**src/include/rsv_consts.svh**
```systemverilog
`ifndef RSV_CONSTS_SVH
`define RSV_CONSTS_SVH

// station geometry
`define RSV_ENTRY_NUMS	8
`define RSV_IDX_WIDTH	3

// physical register file
`define PRF_NUMS		32
`define PRF_CODE_WIDTH	5
`define PRF_DATA_WIDTH	32

// micro-op fields
`define ROB_ID_WIDTH	5
`define IMM_WIDTH		20

// writeback and issue ports
`define WB_PORTS		2
`define ISSUE_PORTS		2

// two source reads per issue port
`define PRF_RD_PORTS	(2 * `ISSUE_PORTS)

`endif

```
**src/verilog/rsv_pkg.sv**
```systemverilog
`include "rsv_consts.svh"

package rsv_pkg;

	typedef logic [`PRF_CODE_WIDTH - 1 : 0]	prf_code_t;
	typedef logic [`PRF_DATA_WIDTH - 1 : 0]	prf_data_t;
	typedef logic [`ROB_ID_WIDTH - 1 : 0]	rob_id_t;
	typedef logic [`IMM_WIDTH - 1 : 0]		imm_t;
	typedef logic [`RSV_ENTRY_NUMS - 1 : 0]	rsv_vec_t;
	typedef logic [`RSV_IDX_WIDTH - 1 : 0]	rsv_idx_t;

	typedef enum logic [0 : 0] {
		EXEC_ALU	= 1'b0,
		EXEC_MULDIV	= 1'b1
	} exec_unit_e;

	typedef struct packed {
		exec_unit_e	unit;
		logic		src1_vld;
		prf_code_t	src1_code;
		logic		src2_vld;
		prf_code_t	src2_code;
		logic		dst_vld;
		prf_code_t	dst_code;
		rob_id_t	rob_id;
		imm_t		imm;
	} rsv_dsp_t;

	typedef struct packed {
		logic		vld;
		prf_code_t	code;
		prf_data_t	data;
	} rsv_wb_t;

	typedef struct packed {
		logic		vld;
		rob_id_t	rob_id;
		logic		dst_vld;
		prf_code_t	dst_code;
		imm_t		imm;
		prf_data_t	src1_data;
		prf_data_t	src2_data;
	} rsv_issue_t;

endpackage

```
**src/verilog/rsv_age_mtrx.sv**
```systemverilog
`timescale 1ns/1ps
`include "rsv_consts.svh"

module rsv_age_mtrx (
	input  logic				clk,
	input  logic				i_arst_n,
	input  logic				i_flush,
	input  rsv_pkg::rsv_vec_t	i_alloc_vec,
	input  logic				i_alloc_mine,
	input  rsv_pkg::rsv_vec_t	i_entry_vld_vec,
	input  rsv_pkg::rsv_vec_t	i_req_vec,
	output rsv_pkg::rsv_vec_t	o_oldest_vec
);

	// row i holds the entries older than entry i
	rsv_pkg::rsv_vec_t [`RSV_ENTRY_NUMS - 1 : 0]	age_q;
	logic											alloc_any;

	assign alloc_any = |i_alloc_vec;

	always_ff @(posedge clk or negedge i_arst_n) begin
		if (!i_arst_n) begin
			age_q <= '0;
		end else if (i_flush) begin
			age_q <= '0;
		end else if (alloc_any) begin
			for (int i = 0; i < `RSV_ENTRY_NUMS; i++) begin
				if (i_alloc_vec[i]) begin
					if (i_alloc_mine) begin
						age_q[i] <= i_entry_vld_vec;
					end else begin
						age_q[i] <= '0;
					end
				end else begin
					// new entry is younger than everyone
					age_q[i] <= age_q[i] & ~i_alloc_vec;
				end
			end
		end
	end

	// oldest requester has no older requester in its row
	always_comb begin
		for (int i = 0; i < `RSV_ENTRY_NUMS; i++) begin
			o_oldest_vec[i] = i_req_vec[i] & ~(|(age_q[i] & i_req_vec));
		end
	end

endmodule

```
**config.mk**
```make
export PLATFORM = sky130hd
export DESIGN_NAME = rsv_age_mtrx
export DESIGN_NICKNAME = d
export VERILOG_FILES = /design/src/verilog/rsv_pkg.sv /design/src/verilog/rsv_age_mtrx.sv
export VERILOG_INCLUDE_DIRS = /design/src /design/src/include
export SDC_FILE = /design/constraint.sdc
export NUM_CORES = 1
export LEC_CHECK = 0
export BUFFER_PORTS_ARGS = -buffer_cell sky130_fd_sc_hd__clkbuf_2
export CORE_UTILIZATION = 55
export CTS_CLUSTER_DIAMETER = 150
export DETAILED_ROUTE_END_ITERATION = 10
export HOLD_SLACK_MARGIN = 0.05
export PLACE_DENSITY = 0.88
export SETUP_SLACK_MARGIN = 0.02
export SYNTH_ARGS = -nofsm -noshare
export SYNTH_HDL_FRONTEND = slang
export SYNTH_SLANG_ARGS = --single-unit
```
**constraint.sdc**
```tcl
create_clock -name clk -period 0.95 [get_ports clk]
set_input_delay 0.095 -clock clk [delete_from_list [all_inputs] [get_ports clk]]
set_output_delay 0.095 -clock clk [all_outputs]
set_load 0.03 [all_outputs]
```
==> impl_metrics.csv <==
group,metric,value,unit
clock_network,clockBufferDepth,2,
grt,grt_pass1_wl,13920,um
synthesis,netlist_area,3098,sq um
timing,fmax,678.3,MHz
detailed_routing,first_pass_iters,6,
synthesis,ys_warn_count,0,
detailed_routing,ant_nets,0,
final_layout,mostFrequentLayoutCells,"90 x nor2_1, 73 x a22oi_1, 64 x dfrtp_1",
worst_hold_path,min_from,"i_flush",
run_status,status,"finished, violations left",
clock_network,htree_levels,3,
clock_network,cts_tree,"done",
worst_setup_path,critPathMaxStageDelay,0.40,ns
final_layout,reg.largest.list,"age_q: 64 flops",
run_status,failed_checks,"setup timing",
synthesis,synth_seq_area_share,51.70,%
floorplanning,core_area,5270,sq um
worst_setup_path,end_kind,"output pin",
placement,io_buffers,35,
synthesis,ys_top_cells_by_area,"dfrtp_1 52%, a22oi_1 19%, nor2_1 12%",
worst_setup_path,reg2reg_to,"age_q[29]",
floorplanning,die_x,77.05,um
worst_setup_path,crit_slowest_cell,"dfrtp_1",
clock_network,cts_buffers,9,
final_layout,fillers,356,
final_layout,final_common_cell,"nor2_1",
final_layout,drive_gt1_share,28.46,%
power,leakage,0.001837,uW
clock_network,clk_pin_slew,0.07,ns
synthesis,ys_seq_elements,64,
timing,maxSlewViolCount,0,
floorplanning,die_area,5937,sq um
timing,rsz0062_at_grt,"true",
clock_network,cts-root-buf,"clkbuf_8",
worst_setup_path,crit_start,"age_q[59]",
grt,grt_usage,31.58,%
final_layout,fin_util,74.03,%
grt,grt_overflow_total,0,
grt,grt_antenna_before_repair,0,
worst_setup_path,path_buf_inv,1,
final_layout,antenna_cells,0,
detailed_routing,drt-total-wl,8554,um
detailed_routing,drc,0,
synthesis,syn_avg_cell_area,9.742,sq um
worst_setup_path,ff2ff_path_depth,3,
detailed_routing,num_vias,2799,
floorplanning,die_y,77.05,um
worst_setup_path,crit_arrival,1.38,ns
timing,finalSetupViolations,8,
clock_network,clock_sinks,64,
worst_setup_path,r2r_start,"age_q[29]",
worst_setup_path,crit_family,"flip-flops",
placement,gp_congestion,0.8173,
timing,hold_violations,0,
detailed_routing,first_iter_violations,348,
placement,dpl.hpwl,5360,um
synthesis,synth_fp_nets,346,
power,vdd_drop_max,0.0009558,V
worst_hold_path,holdPathEnd,"age_q[50]",
grt,grt_max_degree,65,
synthesis,syn_inst,318,
timing,slew_headroom,72.69,%
clock_network,worstSkewPairLatency,0.35,ns
placement,pre_cts_slack,-0.2444,ns
synthesis,synth_top_cell_by_area,"dfrtp_1",
floorplanning,pin_count,36,
synthesis,synth.distinct_cells,15,
final_layout,regMostFlops,"age_q",
floorplanning,num_rows,26,
worst_setup_path,r2r_slack,0.07,ns
worst_setup_path,cp_max_fo,2,
run,drv_cap,0,
power,power-per-cell-area,1643,nW/um^2
worst_setup_path,critPathKind,"reg -> out",
worst_setup_path,cp_cell_sequence,"a22oi_2 > nand4b_1 > nor2_4 > buf_8",
worst_hold_path,worstHoldPathCells,3,
detailed_routing,wl_per_cell,19.18,um
timing,worst_clock_skew,0,ns
final_layout,largest_register_ffs,64,
timing,final.min_clock_period,1.474,ns
worst_setup_path,crit_path_start_kind,"flop",
floorplanning,start_util,58.78,%
synthesis,netlist.area_leader.share,51.70,%
final_layout,area_delta_synth_final,25.93,%
timing,layout_setup_ws,-0.5243,ns
final_layout,final_nets,399,
grt,grt_pass1_vias,2849,
timing,timing.final.crit_share,155.2,%
detailed_routing,vias_per_cell,6.276,
worst_setup_path,worst_ep_required_time,0.85,ns
worst_hold_path,hold_class,"in -> reg",
timing,worst_pin_slew,0.4097,ns
layer usage:
metal	vias to the layer above	wire (um)	global-route usage, %
li1	1228	-	-
met1	1373	3391	41.39
met2	163	4140	47.95
met3	35	682	6.786
met4	0	340	19.43
met5	-	0	0
Yosys cell counts:
library cell  number
a21oi_1            1
a22oi_1           79
and2_1             8
buf_2              9
buf_4              5
buf_6             12
clkbuf_1           6
clkbuf_2           1
dfrtp_1           64
mux2i_1            8
nand2_1           16
nand4b_1           8
nor2_1            98
nor2_2             2
nor3b_2            1
cells by family after synthesis:
kind of cell | Yosys count | share of synthesized area [%]
simple gates | 133 | 18.50
flops | 64 | 51.70
mux | 8 | 2.585
buf+inv | 33 | 7.916
compound gates | 80 | 19.31
final cells by class:
type                    instances  area [sq um]  area share (%)
repair buffers                 75         654.4           16.77
multi-input cells             221          1341           34.38
clock buffers                  12         165.2           4.233
well taps                      70         87.58           2.245
flip-flops and latches         64          1602           41.05
clock inverters                 4         51.30           1.315
worst max path at each step:
| stage | end | slack (ns) | cells past startpoint |
|---|---|---|---|
| after floorplan | o_oldest_vec[0] | -0.02 | 3 |
| after global placement | o_oldest_vec[7] | -0.22 | 4 |
| after detailed placement | o_oldest_vec[0] | -0.24 | 4 |
| after CTS | o_oldest_vec[7] | -0.53 | 4 |
| after global routing | o_oldest_vec[7] | -0.59 | 4 |
| final | o_oldest_vec[7] | -0.52 | 4 |
report_power, final:
group          internal, uW  switching (uW)  total [uW]
sequential             2810            54.0        2860
clock                  1430            1100        2520
combinational           424             599        1020
total                  4660            1750        6410
metrics by stage:
step	cells	setup TNS [ns]	hold WS (ns)	area, sq um	total power (uW)
after floorplan	318	-0.1554	-0.2006	3158	3478
after global placement	427	-1.300	0.1359	3553	3800
after detailed placement	427	-1.478	0.1313	3553	3825
after CTS	446	-4.057	0.1694	3880	6372
after global routing	446	-4.504	0.1852	3901	6611
final	446	-3.998	0.1619	3901	6411
worst min-delay path: stages:
cell      delay, ns
clkbuf_2       0.14
buf_12         0.18
nor2_1         0.06
timing repair:
item                                    CTS  global route
endpoints found under the setup margin    8             9
pin swaps                                11             5
gates resized for setup                  19             8
setup buffers                             2             0
hold buffers                              1             0
hold endpoints to repair                 64             0
Power figures use the tool's default switching activity.
