**config.mk**
```make
export PLATFORM = sky130hd
export DESIGN_NAME = rsv_src_tag
export DESIGN_NICKNAME = d
export VERILOG_FILES = /design/src/verilog/rsv_pkg.sv /design/src/verilog/rsv_src_tag.sv
export VERILOG_INCLUDE_DIRS = /design/src /design/src/include
export SDC_FILE = /design/constraint.sdc
export NUM_CORES = 1
export LEC_CHECK = 0
export BUFFER_PORTS_ARGS = -buffer_cell sky130_fd_sc_hd__buf_4
export CORE_UTILIZATION = 35
export DETAILED_ROUTE_END_ITERATION = 7
export PLACE_DENSITY = 0.6
export SLEW_MARGIN = 30
export SYNTH_ARGS = -nofsm -noshare
export SYNTH_HDL_FRONTEND = slang
export SYNTH_SLANG_ARGS = --single-unit
export TNS_END_PERCENT = 10
```
**constraint.sdc**
```tcl
create_clock -name clk -period 1.4 [get_ports clk]
set_input_delay 0.07 -clock clk [delete_from_list [all_inputs] [get_ports clk]]
set_output_delay 0.07 -clock clk [all_outputs]
set_load 0.05 [all_outputs]
```
**src/include/rsv_consts.svh**
```systemverilog
`ifndef RSV_CONSTS_SVH
`define RSV_CONSTS_SVH

// station geometry
`define RSV_ENTRY_NUMS	8
`define RSV_IDX_WIDTH	3

// physical register file
`define PRF_NUMS		32
`define PRF_CODE_WIDTH	5
`define PRF_DATA_WIDTH	32

// micro-op fields
`define ROB_ID_WIDTH	5
`define IMM_WIDTH		20

// writeback and issue ports
`define WB_PORTS		2
`define ISSUE_PORTS		2

// two source reads per issue port
`define PRF_RD_PORTS	(2 * `ISSUE_PORTS)

`endif

```
**src/verilog/rsv_pkg.sv**
```systemverilog
`include "rsv_consts.svh"

package rsv_pkg;

	typedef logic [`PRF_CODE_WIDTH - 1 : 0]	prf_code_t;
	typedef logic [`PRF_DATA_WIDTH - 1 : 0]	prf_data_t;
	typedef logic [`ROB_ID_WIDTH - 1 : 0]	rob_id_t;
	typedef logic [`IMM_WIDTH - 1 : 0]		imm_t;
	typedef logic [`RSV_ENTRY_NUMS - 1 : 0]	rsv_vec_t;
	typedef logic [`RSV_IDX_WIDTH - 1 : 0]	rsv_idx_t;

	typedef enum logic [0 : 0] {
		EXEC_ALU	= 1'b0,
		EXEC_MULDIV	= 1'b1
	} exec_unit_e;

	typedef struct packed {
		exec_unit_e	unit;
		logic		src1_vld;
		prf_code_t	src1_code;
		logic		src2_vld;
		prf_code_t	src2_code;
		logic		dst_vld;
		prf_code_t	dst_code;
		rob_id_t	rob_id;
		imm_t		imm;
	} rsv_dsp_t;

	typedef struct packed {
		logic		vld;
		prf_code_t	code;
		prf_data_t	data;
	} rsv_wb_t;

	typedef struct packed {
		logic		vld;
		rob_id_t	rob_id;
		logic		dst_vld;
		prf_code_t	dst_code;
		imm_t		imm;
		prf_data_t	src1_data;
		prf_data_t	src2_data;
	} rsv_issue_t;

endpackage

```
**src/verilog/rsv_src_tag.sv**
```systemverilog
`timescale 1ns/1ps
`include "rsv_consts.svh"

module rsv_src_tag (
	input  logic											clk,
	input  logic											i_arst_n,
	input  rsv_pkg::rsv_vec_t								i_alloc_vec,
	input  rsv_pkg::rsv_dsp_t								i_dsp_uop,
	input  logic [`PRF_NUMS - 1 : 0]						i_prf_rdy,
	input  rsv_pkg::rsv_wb_t [`WB_PORTS - 1 : 0]			i_wb,
	input  rsv_pkg::rsv_vec_t								i_issue_vec,
	output rsv_pkg::rsv_vec_t								o_src_rdy,
	output rsv_pkg::prf_code_t [`RSV_ENTRY_NUMS - 1 : 0]	o_src1_code,
	output rsv_pkg::prf_code_t [`RSV_ENTRY_NUMS - 1 : 0]	o_src2_code
);

	rsv_pkg::prf_code_t [`RSV_ENTRY_NUMS - 1 : 0]	src1_code_q;
	rsv_pkg::prf_code_t [`RSV_ENTRY_NUMS - 1 : 0]	src2_code_q;
	rsv_pkg::rsv_vec_t								src1_rdy_q;
	rsv_pkg::rsv_vec_t								src2_rdy_q;
	logic											dsp_src1_rdy;
	logic											dsp_src2_rdy;

	function automatic logic wb_hit(input rsv_pkg::prf_code_t code);
		logic hit;
		hit = 1'b0;
		for (int p = 0; p < `WB_PORTS; p++) begin
			hit = hit | (i_wb[p].vld && (i_wb[p].code == code));
		end
		return hit;
	endfunction

	// readiness seen at dispatch, including a writeback in the same cycle
	assign dsp_src1_rdy = !i_dsp_uop.src1_vld || i_prf_rdy[i_dsp_uop.src1_code]
						|| wb_hit(i_dsp_uop.src1_code);
	assign dsp_src2_rdy = !i_dsp_uop.src2_vld || i_prf_rdy[i_dsp_uop.src2_code]
						|| wb_hit(i_dsp_uop.src2_code);

	always_ff @(posedge clk) begin
		for (int i = 0; i < `RSV_ENTRY_NUMS; i++) begin
			if (i_alloc_vec[i]) begin
				src1_code_q[i] <= i_dsp_uop.src1_code;
				src2_code_q[i] <= i_dsp_uop.src2_code;
			end
		end
	end

	always_ff @(posedge clk or negedge i_arst_n) begin
		if (!i_arst_n) begin
			src1_rdy_q <= '0;
			src2_rdy_q <= '0;
		end else begin
			for (int i = 0; i < `RSV_ENTRY_NUMS; i++) begin
				if (i_alloc_vec[i]) begin
					src1_rdy_q[i] <= dsp_src1_rdy;
					src2_rdy_q[i] <= dsp_src2_rdy;
				end else if (i_issue_vec[i]) begin
					src1_rdy_q[i] <= 1'b0;
					src2_rdy_q[i] <= 1'b0;
				end else begin
					// wakeup
					if (wb_hit(src1_code_q[i])) begin
						src1_rdy_q[i] <= 1'b1;
					end
					if (wb_hit(src2_code_q[i])) begin
						src2_rdy_q[i] <= 1'b1;
					end
				end
			end
		end
	end

	assign o_src_rdy   = src1_rdy_q & src2_rdy_q;
	assign o_src1_code = src1_code_q;
	assign o_src2_code = src2_code_q;

endmodule

```
==> results.yml <==
sta:
  finalClockSkew_ns: 0.009954
  post-route-min-period_ns: 1.541
  relSlewSlack_pct: 71.60
  fin_setup_tns_ns: -0.6280
  setup_ws_ns: -0.1409
  tightest_slew_ns: 0.4260
  setup_viol_count_final: 10
  fin_crit_sh_pct: 110.1
  drv_slew: 0
  rsz0062_at_grt: "yes"
  max_freq_mhz: 649.0
  hold_viol: 0
grt:
  grt_pass1_vias: 5261
  grt_usage_pct: 23.73
  grt_start_max_net_pins: 19
  grt-ovfl-total: 0
  antenna_found_initial: 0
  grt_pass1_wl_mm: 31.06
clocking:
  cts_buffers: 9
  cts_buffer_depth: 2
  clk_latency_ns: 0.35
  htree_num_levels: 3
  clk_pin_slew_ns: 0.07
  cts.sinks: 96
  cts_root_buf: "clkbuf_16"
  cts_tree: "yes"
outcome:
  status: "finished with violations"
  violations: "setup timing"
routing:
  ant_nets: 0
  drc: 0
  drtPass1Iterations: 5
  wl_per_cell_um: 20.86
  drt-total-wl_mm: 21.01
  vias: 5196
  drtIter0Drc: 477
  vias_per_cell: 5.160
synth:
  syn_area_per_cell_sq_um: 11.53
  ys_async_sr_fraction_pct: 16.67
  syn_area_sq_um: 5963
  ys_types: 40
  ys_dominant_reg_cell: "edfxtp_1"
  synth_edf_count: 80
  syn-num-nets: 687
  netlist_top_cells_area: "edfxtp_1 (40%), xor2_1 (21%), dfrtp_1 (6.7%), xnor2_1 (5.9%), mux2i_1 (5.4%)"
  synth.ff_latch_count: 96
  synth_most_common_cell: "xor2_1"
  syn_inst: 517
  yosys.area.top_type: "edfxtp_1"
  synth_top_cell_area_share_pct: 40.29
  yosysSeqAreaShare_pct: 47.00
  yosysWarnings: 0
  synthTopCellsByCount: "xor2_1 (140), edfxtp_1 (80), xnor2_1 (40)"
worst_setup_path:
  critPathLaunchType: "flop"
  required_ns: 1.66
  crit_start: "o_src1_code[10]"
  reg2regPathDepth: 7
  r2r_start: "o_src1_code[10]"
  end_kind: "flop"
  critical_path_class: "flop to flop"
  cp.arrival_ns: 1.81
  critPathMaxFanout: 3
placement:
  io_buffer_count: 161
  postPlaceCellArea_sq_um: 8158
  dpl.hpwl_mm: 15.60
  gp_congestion: 0.8978
cells_and_area:
  syn2layout_area_growth_pct: 46.18
  fin_area_sq_um: 8717
  n_antenna_cell: 0
  nets: 952
  layout-drive-gt1-share_pct: 40.28
flow_run:
  cap_violations: 0
floorplanning:
  core_area_sq_um: 16580
  initial_utilization_pct: 35.96
  ios: 258
  rows: 47
  die-area_sq_um: 17560
  die_w_um: 132.5
  die_h_um: 132.5
power_and_ir_drop:
  p_sw_share_pct: 33.71
  clkPwrFrac_pct: 28.9
  ir_worst_vdd_uv: 519.8
  leakagePower_nw: 3.687
  power.switching_mw: 3.126
  power.density_nw_per_um2: 1064
  p_int_mw: 6.148
  p_seq_share_pct: 38.9
  comb_power_share_pct: 32.2
worst_hold_path:
  hold_path_depth: 1
  hold_path.class: "input pin to flop"
  min_from: "i_dsp_uop[40]"
-- cells by family after synthesis --
group	after synthesis	synth area share [%]
mux	32	5.371
simple gates	105	9.862
flops	96	47.00
compound gates	68	7.365
xor+xnor	180	26.44
buf+inv	36	3.966
-- sequential cells by signal, summed over array words and instances (netlist names) --
| name | flops |
|---|---|
| src2_rdy_q | 8 |
| o_src1_code | 40 |
| src1_rdy_q | 8 |
| o_src2_code | 40 |
-- path summary, 6_finish.rpt --
path	slack (ns)	to
worst max-delay path	-0.14	src1_rdy_q[2]
worst min-delay path	0.004	o_src1_code[38]
worst max register to register	-0.14	src1_rdy_q[2]
worst min register to register	0.68	src2_rdy_q[1]
max in group asynchronous	1.03	src1_rdy_q[3]
min in group asynchronous	0.14	src1_rdy_q[0]
-- critical path, stage by stage (launching register included) --
cell	delay, ns
edfxtp_1	0.46
buf_4	0.18
xor2_1	0.15
nor4_2	0.19
a31oi_1	0.12
a21oi_1	0.15
nor2_1	0.06
a31oi_1	0.15
-- layout make-up --
cell class	count	area (sq um)
Sequential cell	96	2803
Tap cell	220	275.3
Multi-Input combinational cell	385	3024
Clock inverter	6	90.09
Inverter	7	26.28
Clock buffer	10	229.0
Fill cell	1485	7866
Timing Repair Buffer	283	2270
-- stage by stage --
| stage | hold WS [ns] | utilization [%] | instances | worst slack [ns] | power, mW |
|---|---|---|---|---|---|
| floorplan | -0.2256 | - | 517 | -0.1924 | 5.277 |
| global placement | -0.04121 | 49.19 | 975 | -0.1459 | 6.489 |
| detailed placement | -0.03396 | 49.19 | 975 | -0.1991 | 6.530 |
| CTS | 0.001307 | 51.74 | 1000 | -0.08382 | 9.222 |
| global route | 0.0009437 | 52.57 | 1007 | -0.2202 | 9.587 |
| finish | 0.003544 | 52.57 | 1007 | -0.1409 | 9.274 |
-- power groups by stage --
stage / Combinational [mW] / Sequential [mW] / Clock [mW]
6_report: 2.99 / 3.60 / 2.68
5_1_grt: 3.14 / 3.63 / 2.82
3_3_place_gp: 2.83 / 3.66 / 0
4_1_cts: 2.91 / 3.60 / 2.71
3_5_place_dp: 2.87 / 3.66 / 0
2_1_floorplan: 0.995 / 4.28 / 0
-- layer usage --
layer | up-vias | GRT usage (%) | share of wire (%)
met5 | - | 0 | 0
met4 | 0 | 8.365 | 1.8
met3 | 26 | 5.287 | 8.0
met2 | 243 | 37.13 | 46
met1 | 2540 | 32.24 | 44
li1 | 2387 | - | -
-- placed cells by master, fill, tap and decap left out, types with 2 or more instances in the layout --
cell	count
a211oi_1	2
a21oi_1	15
a21oi_2	6
a22o_1	3
a22oi_1	5
a31oi_1	25
and2_1	9
buf_12	10
buf_4	265
bufinv_16	2
clkbuf_16	9
dfrtp_1	16
dlygate4sd3_1	8
edfxtp_1	80
inv_1	7
inv_6	2
mux2i_1	32
nand2_1	17
nand3_1	19
nand4_1	2
nand4b_1	2
nor2_1	11
nor2b_1	2
nor4_1	22
nor4_2	13
o21ai_1	6
o21ai_2	2
xnor2_1	40
xor2_1	140
-- timing repair --
action                                  in CTS  in global routing
hold endpoints to repair                    24                  1
endpoints found under the setup margin      13                 16
buffers inserted                             2                  6
gates resized for setup                      3                 15
pin swaps                                    7                 15
hold buffers                                 7                  1
No activity file was read; power rests on OpenSTA's default activity.
